--- config.mk ---
export PLATFORM = sky130hd
export DESIGN_NAME = decode_stage_top
export DESIGN_NICKNAME = d
export VERILOG_FILES = /design/src/verilog/decode_pkg.sv /design/src/verilog/uop_if.sv /design/src/verilog/instr_byte_parser.sv /design/src/verilog/opcode_rom_control_cloud.sv /design/src/verilog/ucode_rom.sv /design/src/verilog/ucode_sequencer.sv /design/src/verilog/decode_stage_top.sv
export SDC_FILE = /design/constraint.sdc
export NUM_CORES = 1
export LEC_CHECK = 0
export ABC_CLOCK_PERIOD_IN_PS = 2830
export BUFFER_PORTS_ARGS = -buffer_cell sky130_fd_sc_hd__buf_2
export CAP_MARGIN = 20
export CORE_MARGIN = 2
export CORE_UTILIZATION = 52
export CTS_CLUSTER_SIZE = 20
export DETAILED_ROUTE_END_ITERATION = 7
export GPL_ROUTABILITY_DRIVEN = 0
export HOLD_SLACK_MARGIN = 0.05
export PLACE_DENSITY = 0.79
export SLEW_MARGIN = 20
export SYNTH_ARGS = -nofsm -noshare
export SYNTH_HDL_FRONTEND = slang
export SYNTH_SLANG_ARGS = --single-unit
--- constraint.sdc ---
create_clock -name clk -period 2.83 [get_ports clk]
set_input_delay 0.7075 -clock clk [delete_from_list [all_inputs] [get_ports clk]]
set_output_delay 0.7075 -clock clk [all_outputs]
set_load 0.01 [all_outputs]
--- src/verilog/decode_pkg.sv ---
package decode_pkg;

  // **********************************************************************
  // Widths
  // **********************************************************************

  typedef logic [7:0]  byte_t;        // One instruction byte
  typedef logic [31:0] window_t;      // Four bytes, first byte lowest
  typedef logic [3:0]  rom_index_t;   // Microcode sequence index
  typedef logic [7:0]  uop_code_t;    // Micro-op code
  typedef logic [2:0]  step_t;        // Step within a sequence
  typedef logic [2:0]  byte_count_t;  // Bytes consumed by one instruction

  // **********************************************************************
  // Sequencer states
  // **********************************************************************

  typedef enum logic [1:0] {
    idle,          // Waiting for a decoded instruction
    issue_simple,  // Single micro-op on the output
    issue_rom      // ROM sequence playing out
  } seq_state_t;

  // **********************************************************************
  // Constants
  // **********************************************************************

  localparam byte_t opsize_prefix = 8'h66;

  // Simple micro-op code is this base ORed with opcode[6:0]
  localparam uop_code_t uop_simple_base = 8'h80;

  localparam int max_steps = 6;  // Longest sequence (IRET)

  // ROM sequence indexes
  localparam rom_index_t rom_iret       = 4'd2;
  localparam rom_index_t rom_call_far   = 4'd3;
  localparam rom_index_t rom_ret_near   = 4'd4;
  localparam rom_index_t rom_ret_far    = 4'd5;
  localparam rom_index_t rom_call_rel16 = 4'd8;
  localparam rom_index_t rom_call_rel32 = 4'd9;
  localparam rom_index_t rom_call_ind16 = 4'd10;
  localparam rom_index_t rom_call_ind32 = 4'd11;

endpackage

--- src/verilog/uop_if.sv ---
`timescale 1ns/1ps

interface uop_if import decode_pkg::*; ();

  logic      valid;  // Micro-op present this cycle
  uop_code_t code;
  step_t     step;   // Position within the sequence
  logic      last;   // Final micro-op of the instruction

  // Sequencer side
  modport source (
    output valid,
    output code,
    output step,
    output last
  );

  // Consumer side
  modport sink (
    input valid,
    input code,
    input step,
    input last
  );

endinterface

--- src/verilog/instr_byte_parser.sv ---
`timescale 1ns/1ps

module instr_byte_parser import decode_pkg::*; (
  input  logic        clk,
  input  logic        reset,
  input  logic        accept,
  input  window_t     instr_window,
  output logic        dec_valid,
  output logic        sizeop,
  output byte_t       opcode,
  output logic [2:0]  modrm_reg,
  output byte_count_t bytes_used
);

  byte_t       byte0;
  byte_t       byte1;
  byte_t       byte2;
  logic        prefix_hit;
  byte_t       opcode_next;
  byte_t       modrm_next;
  logic        has_modrm;
  byte_count_t count_next;

  // **********************************************************************
  // Field extraction from the raw window
  // **********************************************************************

  assign byte0 = instr_window[7:0];
  assign byte1 = instr_window[15:8];
  assign byte2 = instr_window[23:16];

  assign prefix_hit  = (byte0 == opsize_prefix);
  assign opcode_next = prefix_hit ? byte1 : byte0;  // Opcode follows the prefix
  assign modrm_next  = prefix_hit ? byte2 : byte1;

  // Only the FF group carries a ModRM byte in this subset
  assign has_modrm = (opcode_next == 8'hFF);

  assign count_next = byte_count_t'(1)
                    + byte_count_t'(prefix_hit)
                    + byte_count_t'(has_modrm);

  // **********************************************************************
  // Decode register
  // **********************************************************************

  always_ff @(posedge clk) begin
    if (reset) begin
      dec_valid <= 1'b0;
    end else begin
      dec_valid <= accept;  // One cycle pulse per accepted window
    end
  end

  always_ff @(posedge clk) begin
    if (accept) begin
      sizeop     <= prefix_hit;
      opcode     <= opcode_next;
      modrm_reg  <= modrm_next[5:3];  // Reg field of ModRM
      bytes_used <= count_next;
    end
  end

endmodule

--- src/verilog/opcode_rom_control_cloud.sv ---
`timescale 1ns/1ps

module opcode_rom_control_cloud import decode_pkg::*; (
  input  logic       sizeop,
  input  byte_t      opcode,
  input  logic [2:0] modrm_reg,
  output rom_index_t rom_control,
  output logic       rom_in_control
);

  logic sizeop_n;
  logic and_e8;
  logic and_ff2;
  logic and_9a;
  logic and_c2;
  logic and_ca;
  logic and_cf;

  assign sizeop_n = ~sizeop;

  // **********************************************************************
  // Product terms
  // **********************************************************************

  // E8 either operand size
  assign and_e8 = opcode[7] & opcode[6] & opcode[5] & ~opcode[4]
                & opcode[3] & ~opcode[2] & ~opcode[1] & ~opcode[0];

  // FF /2 either operand size
  assign and_ff2 = (&opcode) & ~modrm_reg[2] & modrm_reg[1] & ~modrm_reg[0];

  assign and_9a = sizeop_n & opcode[7] & ~opcode[6] & ~opcode[5] & opcode[4]
                & opcode[3] & ~opcode[2] & opcode[1] & ~opcode[0];

  // C2 and C3, bit 0 free
  assign and_c2 = sizeop_n & opcode[7] & opcode[6] & ~opcode[5] & ~opcode[4]
                & ~opcode[3] & ~opcode[2] & opcode[1];

  // CA and CB, bit 0 free
  assign and_ca = sizeop_n & opcode[7] & opcode[6] & ~opcode[5] & ~opcode[4]
                & opcode[3] & ~opcode[2] & opcode[1];

  assign and_cf = sizeop_n & opcode[7] & opcode[6] & ~opcode[5] & ~opcode[4]
                & opcode[3] & opcode[2] & opcode[1] & opcode[0];

  // **********************************************************************
  // Sums per output bit
  // **********************************************************************

  assign rom_control[3] = and_e8 | and_ff2;                     // Near calls 8..11
  assign rom_control[2] = and_c2 | and_ca;                      // Returns 4, 5
  assign rom_control[1] = and_ff2 | and_9a | and_cf;
  assign rom_control[0] = (sizeop_n & and_e8) | (sizeop_n & and_ff2)
                        | and_9a | and_ca;                      // 32 bit forms odd

  assign rom_in_control = and_e8 | and_ff2 | and_9a | and_c2 | and_ca | and_cf;

endmodule

--- src/verilog/ucode_rom.sv ---
`timescale 1ns/1ps

module ucode_rom import decode_pkg::*; (
  input  rom_index_t rom_sel,
  input  step_t      rom_step,
  output uop_code_t  rom_code,
  output logic       rom_last
);

  logic [2:0] seq_len;
  logic       known_index;

  // **********************************************************************
  // Sequence length table
  // **********************************************************************

  always_comb begin
    known_index = 1'b1;
    case (rom_sel)
      rom_call_rel16: seq_len = 3'd3;  // Push IP, load target, jump
      rom_call_rel32: seq_len = 3'd3;
      rom_call_ind16: seq_len = 3'd4;  // Extra load of the indirect target
      rom_call_ind32: seq_len = 3'd4;
      rom_ret_near:   seq_len = 3'd2;
      rom_ret_far:    seq_len = 3'd4;
      rom_call_far:   seq_len = 3'd5;
      rom_iret:       seq_len = 3'd6;  // Pops IP, CS and flags
      default: begin
        seq_len     = 3'd1;
        known_index = 1'b0;
      end
    endcase
  end

  // **********************************************************************
  // Code and end of sequence
  // **********************************************************************

  // Code is index * 16 + step
  assign rom_code = {rom_sel, 1'b0, rom_step};

  // Unknown index ends at once, and no sequence runs past max_steps
  assign rom_last = ~known_index
                  | (rom_step == step_t'(seq_len - 3'd1))
                  | (rom_step >= step_t'(max_steps - 1));

endmodule

--- src/verilog/ucode_sequencer.sv ---
`timescale 1ns/1ps

module ucode_sequencer import decode_pkg::*; (
  input  logic       clk,
  input  logic       reset,
  input  logic       dec_valid,
  input  byte_t      opcode,
  input  rom_index_t rom_index,
  input  logic       rom_in_control,
  output rom_index_t rom_sel,
  output step_t      rom_step,
  input  uop_code_t  rom_code,
  input  logic       rom_last,
  output logic       instr_ready,
  uop_if.source      uop
);

  seq_state_t state;
  rom_index_t index_q;  // Index of the running sequence
  step_t      step_q;   // Next step to fetch from the ROM
  uop_code_t  simple_code;

  assign simple_code = uop_simple_base | {1'b0, opcode[6:0]};

  // Step 0 is looked up straight from the cloud while idle
  assign rom_sel  = (state == issue_rom) ? index_q : rom_index;
  assign rom_step = (state == issue_rom) ? step_q : '0;

  // Busy while the parser holds an instruction or a micro-op is pending
  assign instr_ready = (state == idle) & ~dec_valid;

  // **********************************************************************
  // State machine and output register
  // **********************************************************************

  always_ff @(posedge clk) begin
    if (reset) begin
      state     <= idle;
      uop.valid <= 1'b0;
      uop.last  <= 1'b0;
    end else begin
      case (state)
        idle: begin
          if (dec_valid) begin
            uop.valid <= 1'b1;
            uop.step  <= '0;
            if (rom_in_control) begin
              state    <= issue_rom;
              uop.code <= rom_code;
              uop.last <= rom_last;
              index_q  <= rom_index;
              step_q   <= step_t'(1);
            end else begin
              state    <= issue_simple;
              uop.code <= simple_code;
              uop.last <= 1'b1;
            end
          end
        end
        issue_simple: begin
          state     <= idle;
          uop.valid <= 1'b0;
          uop.last  <= 1'b0;
        end
        issue_rom: begin
          if (uop.last) begin  // Final step already on the output
            state     <= idle;
            uop.valid <= 1'b0;
            uop.last  <= 1'b0;
          end else begin
            uop.code <= rom_code;
            uop.last <= rom_last;
            uop.step <= step_q;
            step_q   <= step_q + 3'd1;
          end
        end
        default: begin
          state     <= idle;
          uop.valid <= 1'b0;
          uop.last  <= 1'b0;
        end
      endcase
    end
  end

endmodule

--- src/verilog/decode_stage_top.sv ---
`timescale 1ns/1ps

module decode_stage_top import decode_pkg::*; (
  input  logic        clk,
  input  logic        reset,
  input  logic        instr_valid,
  input  window_t     instr_window,
  output logic        instr_ready,
  output logic        uop_valid,
  output uop_code_t   uop_code,
  output step_t       uop_step,
  output logic        uop_last,
  output byte_count_t bytes_used
);

  logic       accept;
  logic       dec_valid;
  logic       sizeop;
  byte_t      opcode;
  logic [2:0] modrm_reg;
  rom_index_t rom_index;
  logic       rom_in_control;
  rom_index_t rom_sel;
  step_t      rom_step;
  uop_code_t  rom_code;
  logic       rom_last;

  uop_if uop_i ();

  assign accept = instr_valid & instr_ready;

  instr_byte_parser parser_i (
    .clk         (clk),
    .reset       (reset),
    .accept      (accept),
    .instr_window(instr_window),
    .dec_valid   (dec_valid),
    .sizeop      (sizeop),
    .opcode      (opcode),
    .modrm_reg   (modrm_reg),
    .bytes_used  (bytes_used)
  );

  opcode_rom_control_cloud cloud_i (
    .sizeop        (sizeop),
    .opcode        (opcode),
    .modrm_reg     (modrm_reg),
    .rom_control   (rom_index),
    .rom_in_control(rom_in_control)
  );

  ucode_rom rom_i (
    .rom_sel (rom_sel),
    .rom_step(rom_step),
    .rom_code(rom_code),
    .rom_last(rom_last)
  );

  ucode_sequencer sequencer_i (
    .clk           (clk),
    .reset         (reset),
    .dec_valid     (dec_valid),
    .opcode        (opcode),
    .rom_index     (rom_index),
    .rom_in_control(rom_in_control),
    .rom_sel       (rom_sel),
    .rom_step      (rom_step),
    .rom_code      (rom_code),
    .rom_last      (rom_last),
    .instr_ready   (instr_ready),
    .uop           (uop_i.source)
  );

  // Micro-op bundle out to plain ports
  assign uop_valid = uop_i.valid;
  assign uop_code  = uop_i.code;
  assign uop_step  = uop_i.step;
  assign uop_last  = uop_i.last;

endmodule

==> impl_metrics.json, run 1 <==
{
  "grtUsageMet1_pct": 21.19,
  "met2_usage_pct": 32.70,
  "die_area_sq_um": 4339,
  "max_freq_ghz": 0.3755,
  "pre_cts_ws_ns": 0.09419,
  "drt_iter0_markers": 66,
  "top_regs": "parser_i.opcode (8), sequencer_i.uop.code (8), sequencer_i.index_q (4)",
  "worstSetupPathType": "reg2reg",
  "syn_inst": 170,
  "yosysTopAreaCell": "edfxtp_1",
  "fp.dieH_microns": 65.87,
  "clock_latency_ns": 0.28,
  "grt-ovfl-total": 0,
  "die_w_microns": 65.87,
  "area_delta_synth_final_pct": 20.11,
  "crit_family": "compound AO/OA/AOI/OAI gates",
  "synthTopCellsByArea": "edfxtp_1 50%, dfxtp_1 5.0%, nand2_1 4.5%",
  "p_leak_nw": 0.9471,
  "required_ns": 3.00,
  "synth_common_cells": "33 x edfxtp_1, 24 x nand2_1, 10 x nor2_1",
  "vias_per_cell": 5.424,
  "gr-usage-met3_pct": 4.429,
  "worstSetupEndpointType": "flop",
  "ff2ff_path_depth": 9,
  "synth-async-reset-ratio_pct": 0,
  "arrival_ns": 2.83,
  "fin_setup_tns_ns": 0,
  "worst-path-max-fanout": 5,
  "antenna_found_initial": 0,
  "gr-usage-all-layers_pct": 18.85,
  "status": "finished, final reports clean",
  "core.rowCount": 22,
  "grt_pass1_wl_mm": 6.120,
  "hold_path_depth": 2,
  "yosysSeqAreaShare_pct": 54.81,
  "cts_buffers": 5,
  "busiest_layer": "met2",
  "synth_edf_count": 33,
  "startpoint_type": "flop",
  "diodes": 0,
  "grt_pass1_vias": 1439,
  "holdWs_ns": 0.5633,
  "wl_per_cell_microns": 13.62,
  "cts_tree": "done",
  "netlist.area_leader.share_pct": 49.78,
  "drv_cap": 0,
  "clock-sinks": 38,
  "relSlewSlack_pct": 56.14,
  "portBuffers": 38,
  "synth.avg_cell_area_sq_um": 11.71,
  "first_pass_iters": 4,
  "setup_violations": 0,
  "route.detailed.drc": 0,
  "critPathSlowestCell": "edfxtp_1",
  "synth_seq_cells": 38,
  "post-dp-hpwl_mm": 2.829,
  "fin_util_pct": 65.31,
  "syn_area_sq_um": 1991,
  "drive_gt1_share_pct": 30.94,
  "ios": 52,
  "path_buf_inv": 0,
  "finalMaxSlewViolations": 0,
  "post-synth-top-count-cell": "edfxtp_1",
  "path_cells": "and2_1, a32o_2, a221oi_4, mux2_4, ha_1, xor2_1, or2_1, o2111ai_1, a21oi_1",
  "cts.path.max_buffers": 2,
  "worstMarginPinSlew_ns": 0.6579,
  "clockRootBuffer": "clkbuf_8",
  "cts.reportedPaths.clkPinSlew_ns": 0.07,
  "fin_ws_ns": 0.1665,
  "power_density_nw_per_um2": 462.5,
  "coreArea_sq_um": 3661,
  "fin_cells": 271,
  "finalCritPeriodShare_pct": 94.12,
  "fin_crit_ns": 2.663,
  "slowest_delay_ns": 0.49,
  "vdd_ir_drop_max_mv": 0.3475,
  "syn-num-nets": 209,
  "htreeDepth": 2,
  "nets": 261,
  "multi_input_area_sq_um": 867.1,
  "worst-path-stages": 9,
  "yosysUniqueCellTypes": 48,
  "regArea_sq_um": 1091,
  "grt_max_degree": 17,
  "min_path_type": "reg2reg",
  "start_util_pct": 54.37,
  "ant_nets": 0,
  "nFillCells": 286,
  "vias": 1470,
  "wl_mm": 3.692,
  "skew_ns": 0.004503,
  "yosysWarnings": 0,
  "synth_ff_type": "edfxtp_1",
  "hold_viol": 0,
  "place_inst": 262
}
## worst min-delay path, cell delays in order (launching register included)
cell and delay [ns]:
dfxtp_1 0.32, a21oi_1 0.15, nor3_1 0.05
## power breakdown
part | leakage, nW | switching [mW] | internal (mW)
clock network | 0.0426 | 0.172 | 0.169
logic | 0.566 | 0.0579 | 0.0526
registers | 0.338 | 0.0197 | 0.635
total | 0.947 | 0.249 | 0.856
## cell families (layout without fill, tap and decap cells)
kind of cell / count (synthesis) / after routing / share of synthesized area, %
muxes: 2 / 2 / 1.257
buffers and inverters: 10 / 63 / 3.017
xor gates and xnor gates: 4 / 4 / 1.760
adders and majority gates: 4 / 4 / 2.514
and+or+nand+nor: 75 / 75 / 22.31
AOI/OAI and AO/OA: 37 / 37 / 14.33
DFF: 38 / 38 / 54.81
## final cells by class
cell class                 instances  area share (%)
inverter                           7           1.099
timing repair buffer              48           11.09
tap                               48           2.512
clock inverter                     2          0.3663
sequential                        38           45.63
multi-input combinational        122           36.26
clock buffer                       6           3.035
## cells in the final DEF, fill, tap and decap left out, types with 3 or more instances in the layout
cell	n
a21o_1	5
a21o_2	3
and2_1	6
and4_1	4
buf_2	38
buf_4	10
clkbuf_8	5
dfxtp_1	5
edfxtp_1	33
ha_1	4
inv_1	6
nand2_1	24
nand3_1	3
nor2_1	10
nor2b_1	4
nor3_1	5
o21a_1	4
o21ai_0	6
## repair_timing
action / in CTS / in global routing
buffers inserted: 0 / 1
hold buffers: 0 / 0
gates resized for setup: 0 / 6
setup endpoints to repair: 0 / 1
## path summary, 6_finish.rpt
kind,from,end,slack (ns)
worst max register to register,parser_i.opcode[0],sequencer_i.uop.last,0.17
worst min-delay path,sequencer_i.uop.valid,sequencer_i.uop.valid,0.56
worst min register to register,sequencer_i.uop.valid,sequencer_i.uop.valid,0.56
worst max-delay path,parser_i.opcode[0],sequencer_i.uop.last,0.17
## layer usage
metal / share of wire [%] / wire (microns) / vias to the layer above
li1: - / - / 743
met1: 42 / 1563 / 665
met2: 49 / 1813 / 51
met3: 5.7 / 209 / 11
met4: 2.8 / 105 / 0
met5: 0 / 0 / -
## stage by stage
step,total power [mW],area (sq um)
CTS,1.108,2356
global route,1.151,2391
detailed placement,0.7726,2275
floorplan,0.7263,1991
global placement,0.7697,2275
finish,1.106,2391
Note: power is estimated with default switching activity, not from simulation.
==> inputs of run 2 (changes only) <==
--- a/config.mk
+++ b/config.mk
@@ -5,7 +5,7 @@
 export SDC_FILE = /design/constraint.sdc
 export NUM_CORES = 1
 export LEC_CHECK = 0
-export ABC_CLOCK_PERIOD_IN_PS = 2830
+export ABC_CLOCK_PERIOD_IN_PS = 2600
 export BUFFER_PORTS_ARGS = -buffer_cell sky130_fd_sc_hd__buf_2
 export CAP_MARGIN = 20
 export CORE_MARGIN = 2
==> constraint.sdc (replaced) <==
create_clock -name clk -period 2.6 [get_ports clk]
set_input_delay 0.65 -clock clk [delete_from_list [all_inputs] [get_ports clk]]
set_output_delay 0.65 -clock clk [all_outputs]
set_load 0.01 [all_outputs]
==> run 2 against run 1 <==
Compared with the run above:
- total power grew 13%
- worst hold slack lost 0.012 ns
- non-clock buffer count grew 17
- critical path type unchanged
- count of clock-buffer cells in the layout grew 2
- the run now ends with negative setup slack left
- fmax grew 2.0%
- wire length grew 2.4%
- clock power grew 17%
- worst setup slack lost 0.18 ns
- design area grew 6.0%
- via count grew 3.5%
- sequential power grew 8.4%
==> impl_metrics.json, run 2 (same netlist as run 1, synthesis figures left out) <==
{
  "hold_viol": 0,
  "p_leak_nw": 1.044,
  "skew_ns": 0.01017,
  "vias": 1521,
  "cts.path.max_buffers": 2,
  "postPlaceCellArea_sq_um": 2402,
  "switching_share_pct": 21.70,
  "post-dp-hpwl_mm": 2.978,
  "cts_buffers": 5,
  "worst-path-max-fanout": 6,
  "pwr-share-comb_pct": 11.0,
  "clock_latency_ns": 0.29,
  "slowest_delay_ns": 0.50,
  "violations": "negative setup slack",
  "relSlewSlack_pct": 56.43,
  "max_freq_ghz": 0.3830,
  "portBuffers": 38,
  "grt_max_degree": 17,
  "gr-usage-all-layers_pct": 19.44,
  "core.rowCount": 22,
  "fin_util_pct": 69.21,
  "finalMaxSlewViolations": 0,
  "met2WireLength_mm": 1.949,
  "setup_violations": 1,
  "die_w_microns": 65.87,
  "drive_gt1_share_pct": 36.67,
  "final_common_cell": "buf_2",
  "antenna_found_initial": 0,
  "final_area_sq_um": 2534,
  "sequentialPowerShare_pct": 56.9,
  "fin_crit_ns": 2.611,
  "fin_cells": 288,
  "clkPwrFrac_pct": 32.1,
  "most-common-layout-cells": "38 x buf_2, 33 x edfxtp_1, 26 x buf_4",
  "path_cells": "and2_1, a32o_2, a221oi_4, mux2_4, ha_1, xor2_1, or2_1, o2111ai_2, a21oi_1",
  "route.detailed.drc": 0,
  "vdd_ir_drop_max_mv": 0.4133,
  "critPathSlowestCell": "edfxtp_1",
  "met3_length_microns": 183,
  "first_pass_iters": 4,
  "pre_cts_ws_ns": -0.1039,
  "finalPower_mw": 1.247,
  "ios": 52,
  "cts.reportedPaths.clkPinSlew_ns": 0.07,
  "min_path_type": "reg2reg",
  "diodes": 0,
  "worstMarginPinSlew_ns": 0.6536,
  "clockRootBuffer": "clkbuf_8",
  "dr.max_layer_used": "met4",
  "fp.dieH_microns": 65.87,
  "grt_pass1_wl_mm": 6.375,
  "wl_per_cell_microns": 13.13,
  "holdWs_ns": 0.5509,
  "ant_nets": 0,
  "wl_met1_mm": 1.582,
  "finalCritPeriodShare_pct": 100.4,
  "nets": 278,
  "drv_cap": 0,
  "nFillCells": 281,
  "worstSetupEndpointType": "flop",
  "status": "finished with violations",
  "place_inst": 279,
  "switching_power_mw": 0.2706,
  "vias_per_cell": 5.281,
  "cts_hold_buf": 0,
  "die_area_sq_um": 4339,
  "coreArea_sq_um": 3661,
  "fin_setup_tns_ns": -0.01120,
  "worstSetupPathType": "reg2reg",
  "fin_ws_ns": -0.01120,
  "power_density_nw_per_um2": 492.2,
  "drt_iter0_markers": 48,
  "required_ns": 2.77,
  "clock-sinks": 38,
  "arrival_ns": 2.79,
  "grt_pass1_vias": 1509,
  "internal_power_mw": 0.9764,
  "grt-ovfl-total": 0,
  "top_regs": "parser_i.opcode (8), sequencer_i.uop.code (8), sequencer_i.index_q (4)",
  "htreeDepth": 2,
  "wl_mm": 3.780,
  "start_util_pct": 54.37,
  "cts_tree": "done",
  "area_delta_synth_final_pct": 27.28,
  "rsz0062_at_grt": "true",
  "startpoint_type": "flop"
}
run 2: worst paths after layout:
| kind | startpoint | end | slack, ns | depth (start not counted) |
|---|---|---|---|---|
| max | parser_i.opcode[0] | sequencer_i.uop.last | -0.01 | 9 |
| min | sequencer_i.uop.valid | sequencer_i.uop.valid | 0.55 | 2 |
| max reg2reg | parser_i.opcode[0] | sequencer_i.uop.last | -0.01 | 9 |
| min reg2reg | sequencer_i.uop.valid | sequencer_i.uop.valid | 0.55 | 2 |
run 2: area by class of cell:
cell class | count | area, sq um | share of cell area (%)
flip-flops and latches | 38 | 1091 | 43.06
inverters | 7 | 26.28 | 1.037
multi-input cells | 122 | 869.6 | 34.32
clock buffers | 8 | 90.09 | 3.556
well taps | 48 | 60.06 | 2.370
repair buffers | 65 | 396.6 | 15.65
run 2: power by group through the flow:
stage | combinational [mW] | sequential (mW) | clock, mW
after floorplan | 0.0669 | 0.724 | 0
after global placement | 0.129 | 0.722 | 0
after detailed placement | 0.133 | 0.722 | 0
after CTS | 0.135 | 0.709 | 0.408
after global routing | 0.153 | 0.713 | 0.432
final | 0.137 | 0.710 | 0.400
run 2: repair_timing:
item,CTS,global route
buffers inserted,0,1
pin swaps,0,2
setup endpoints to repair,1,1
gates resized for setup,4,4
run 2: critical path: cells and delay by family, from the launching register on:
family	cells	cell delay, ns
AO/OA/AOI/OAI	4	0.87
flip-flops	1	0.50
AND/OR/NAND/NOR	2	0.43
multiplexers	1	0.34
adder cells (fa/ha/maj)	1	0.20
XOR/XNOR	1	0.16
run 2: layer usage:
metal / vias to the layer above / GRT usage, %
met5: - / 0
met4: 0 / 6.771
met3: 7 / 4.940
met2: 40 / 34.97
met1: 700 / 22.21
li1: 774 / -
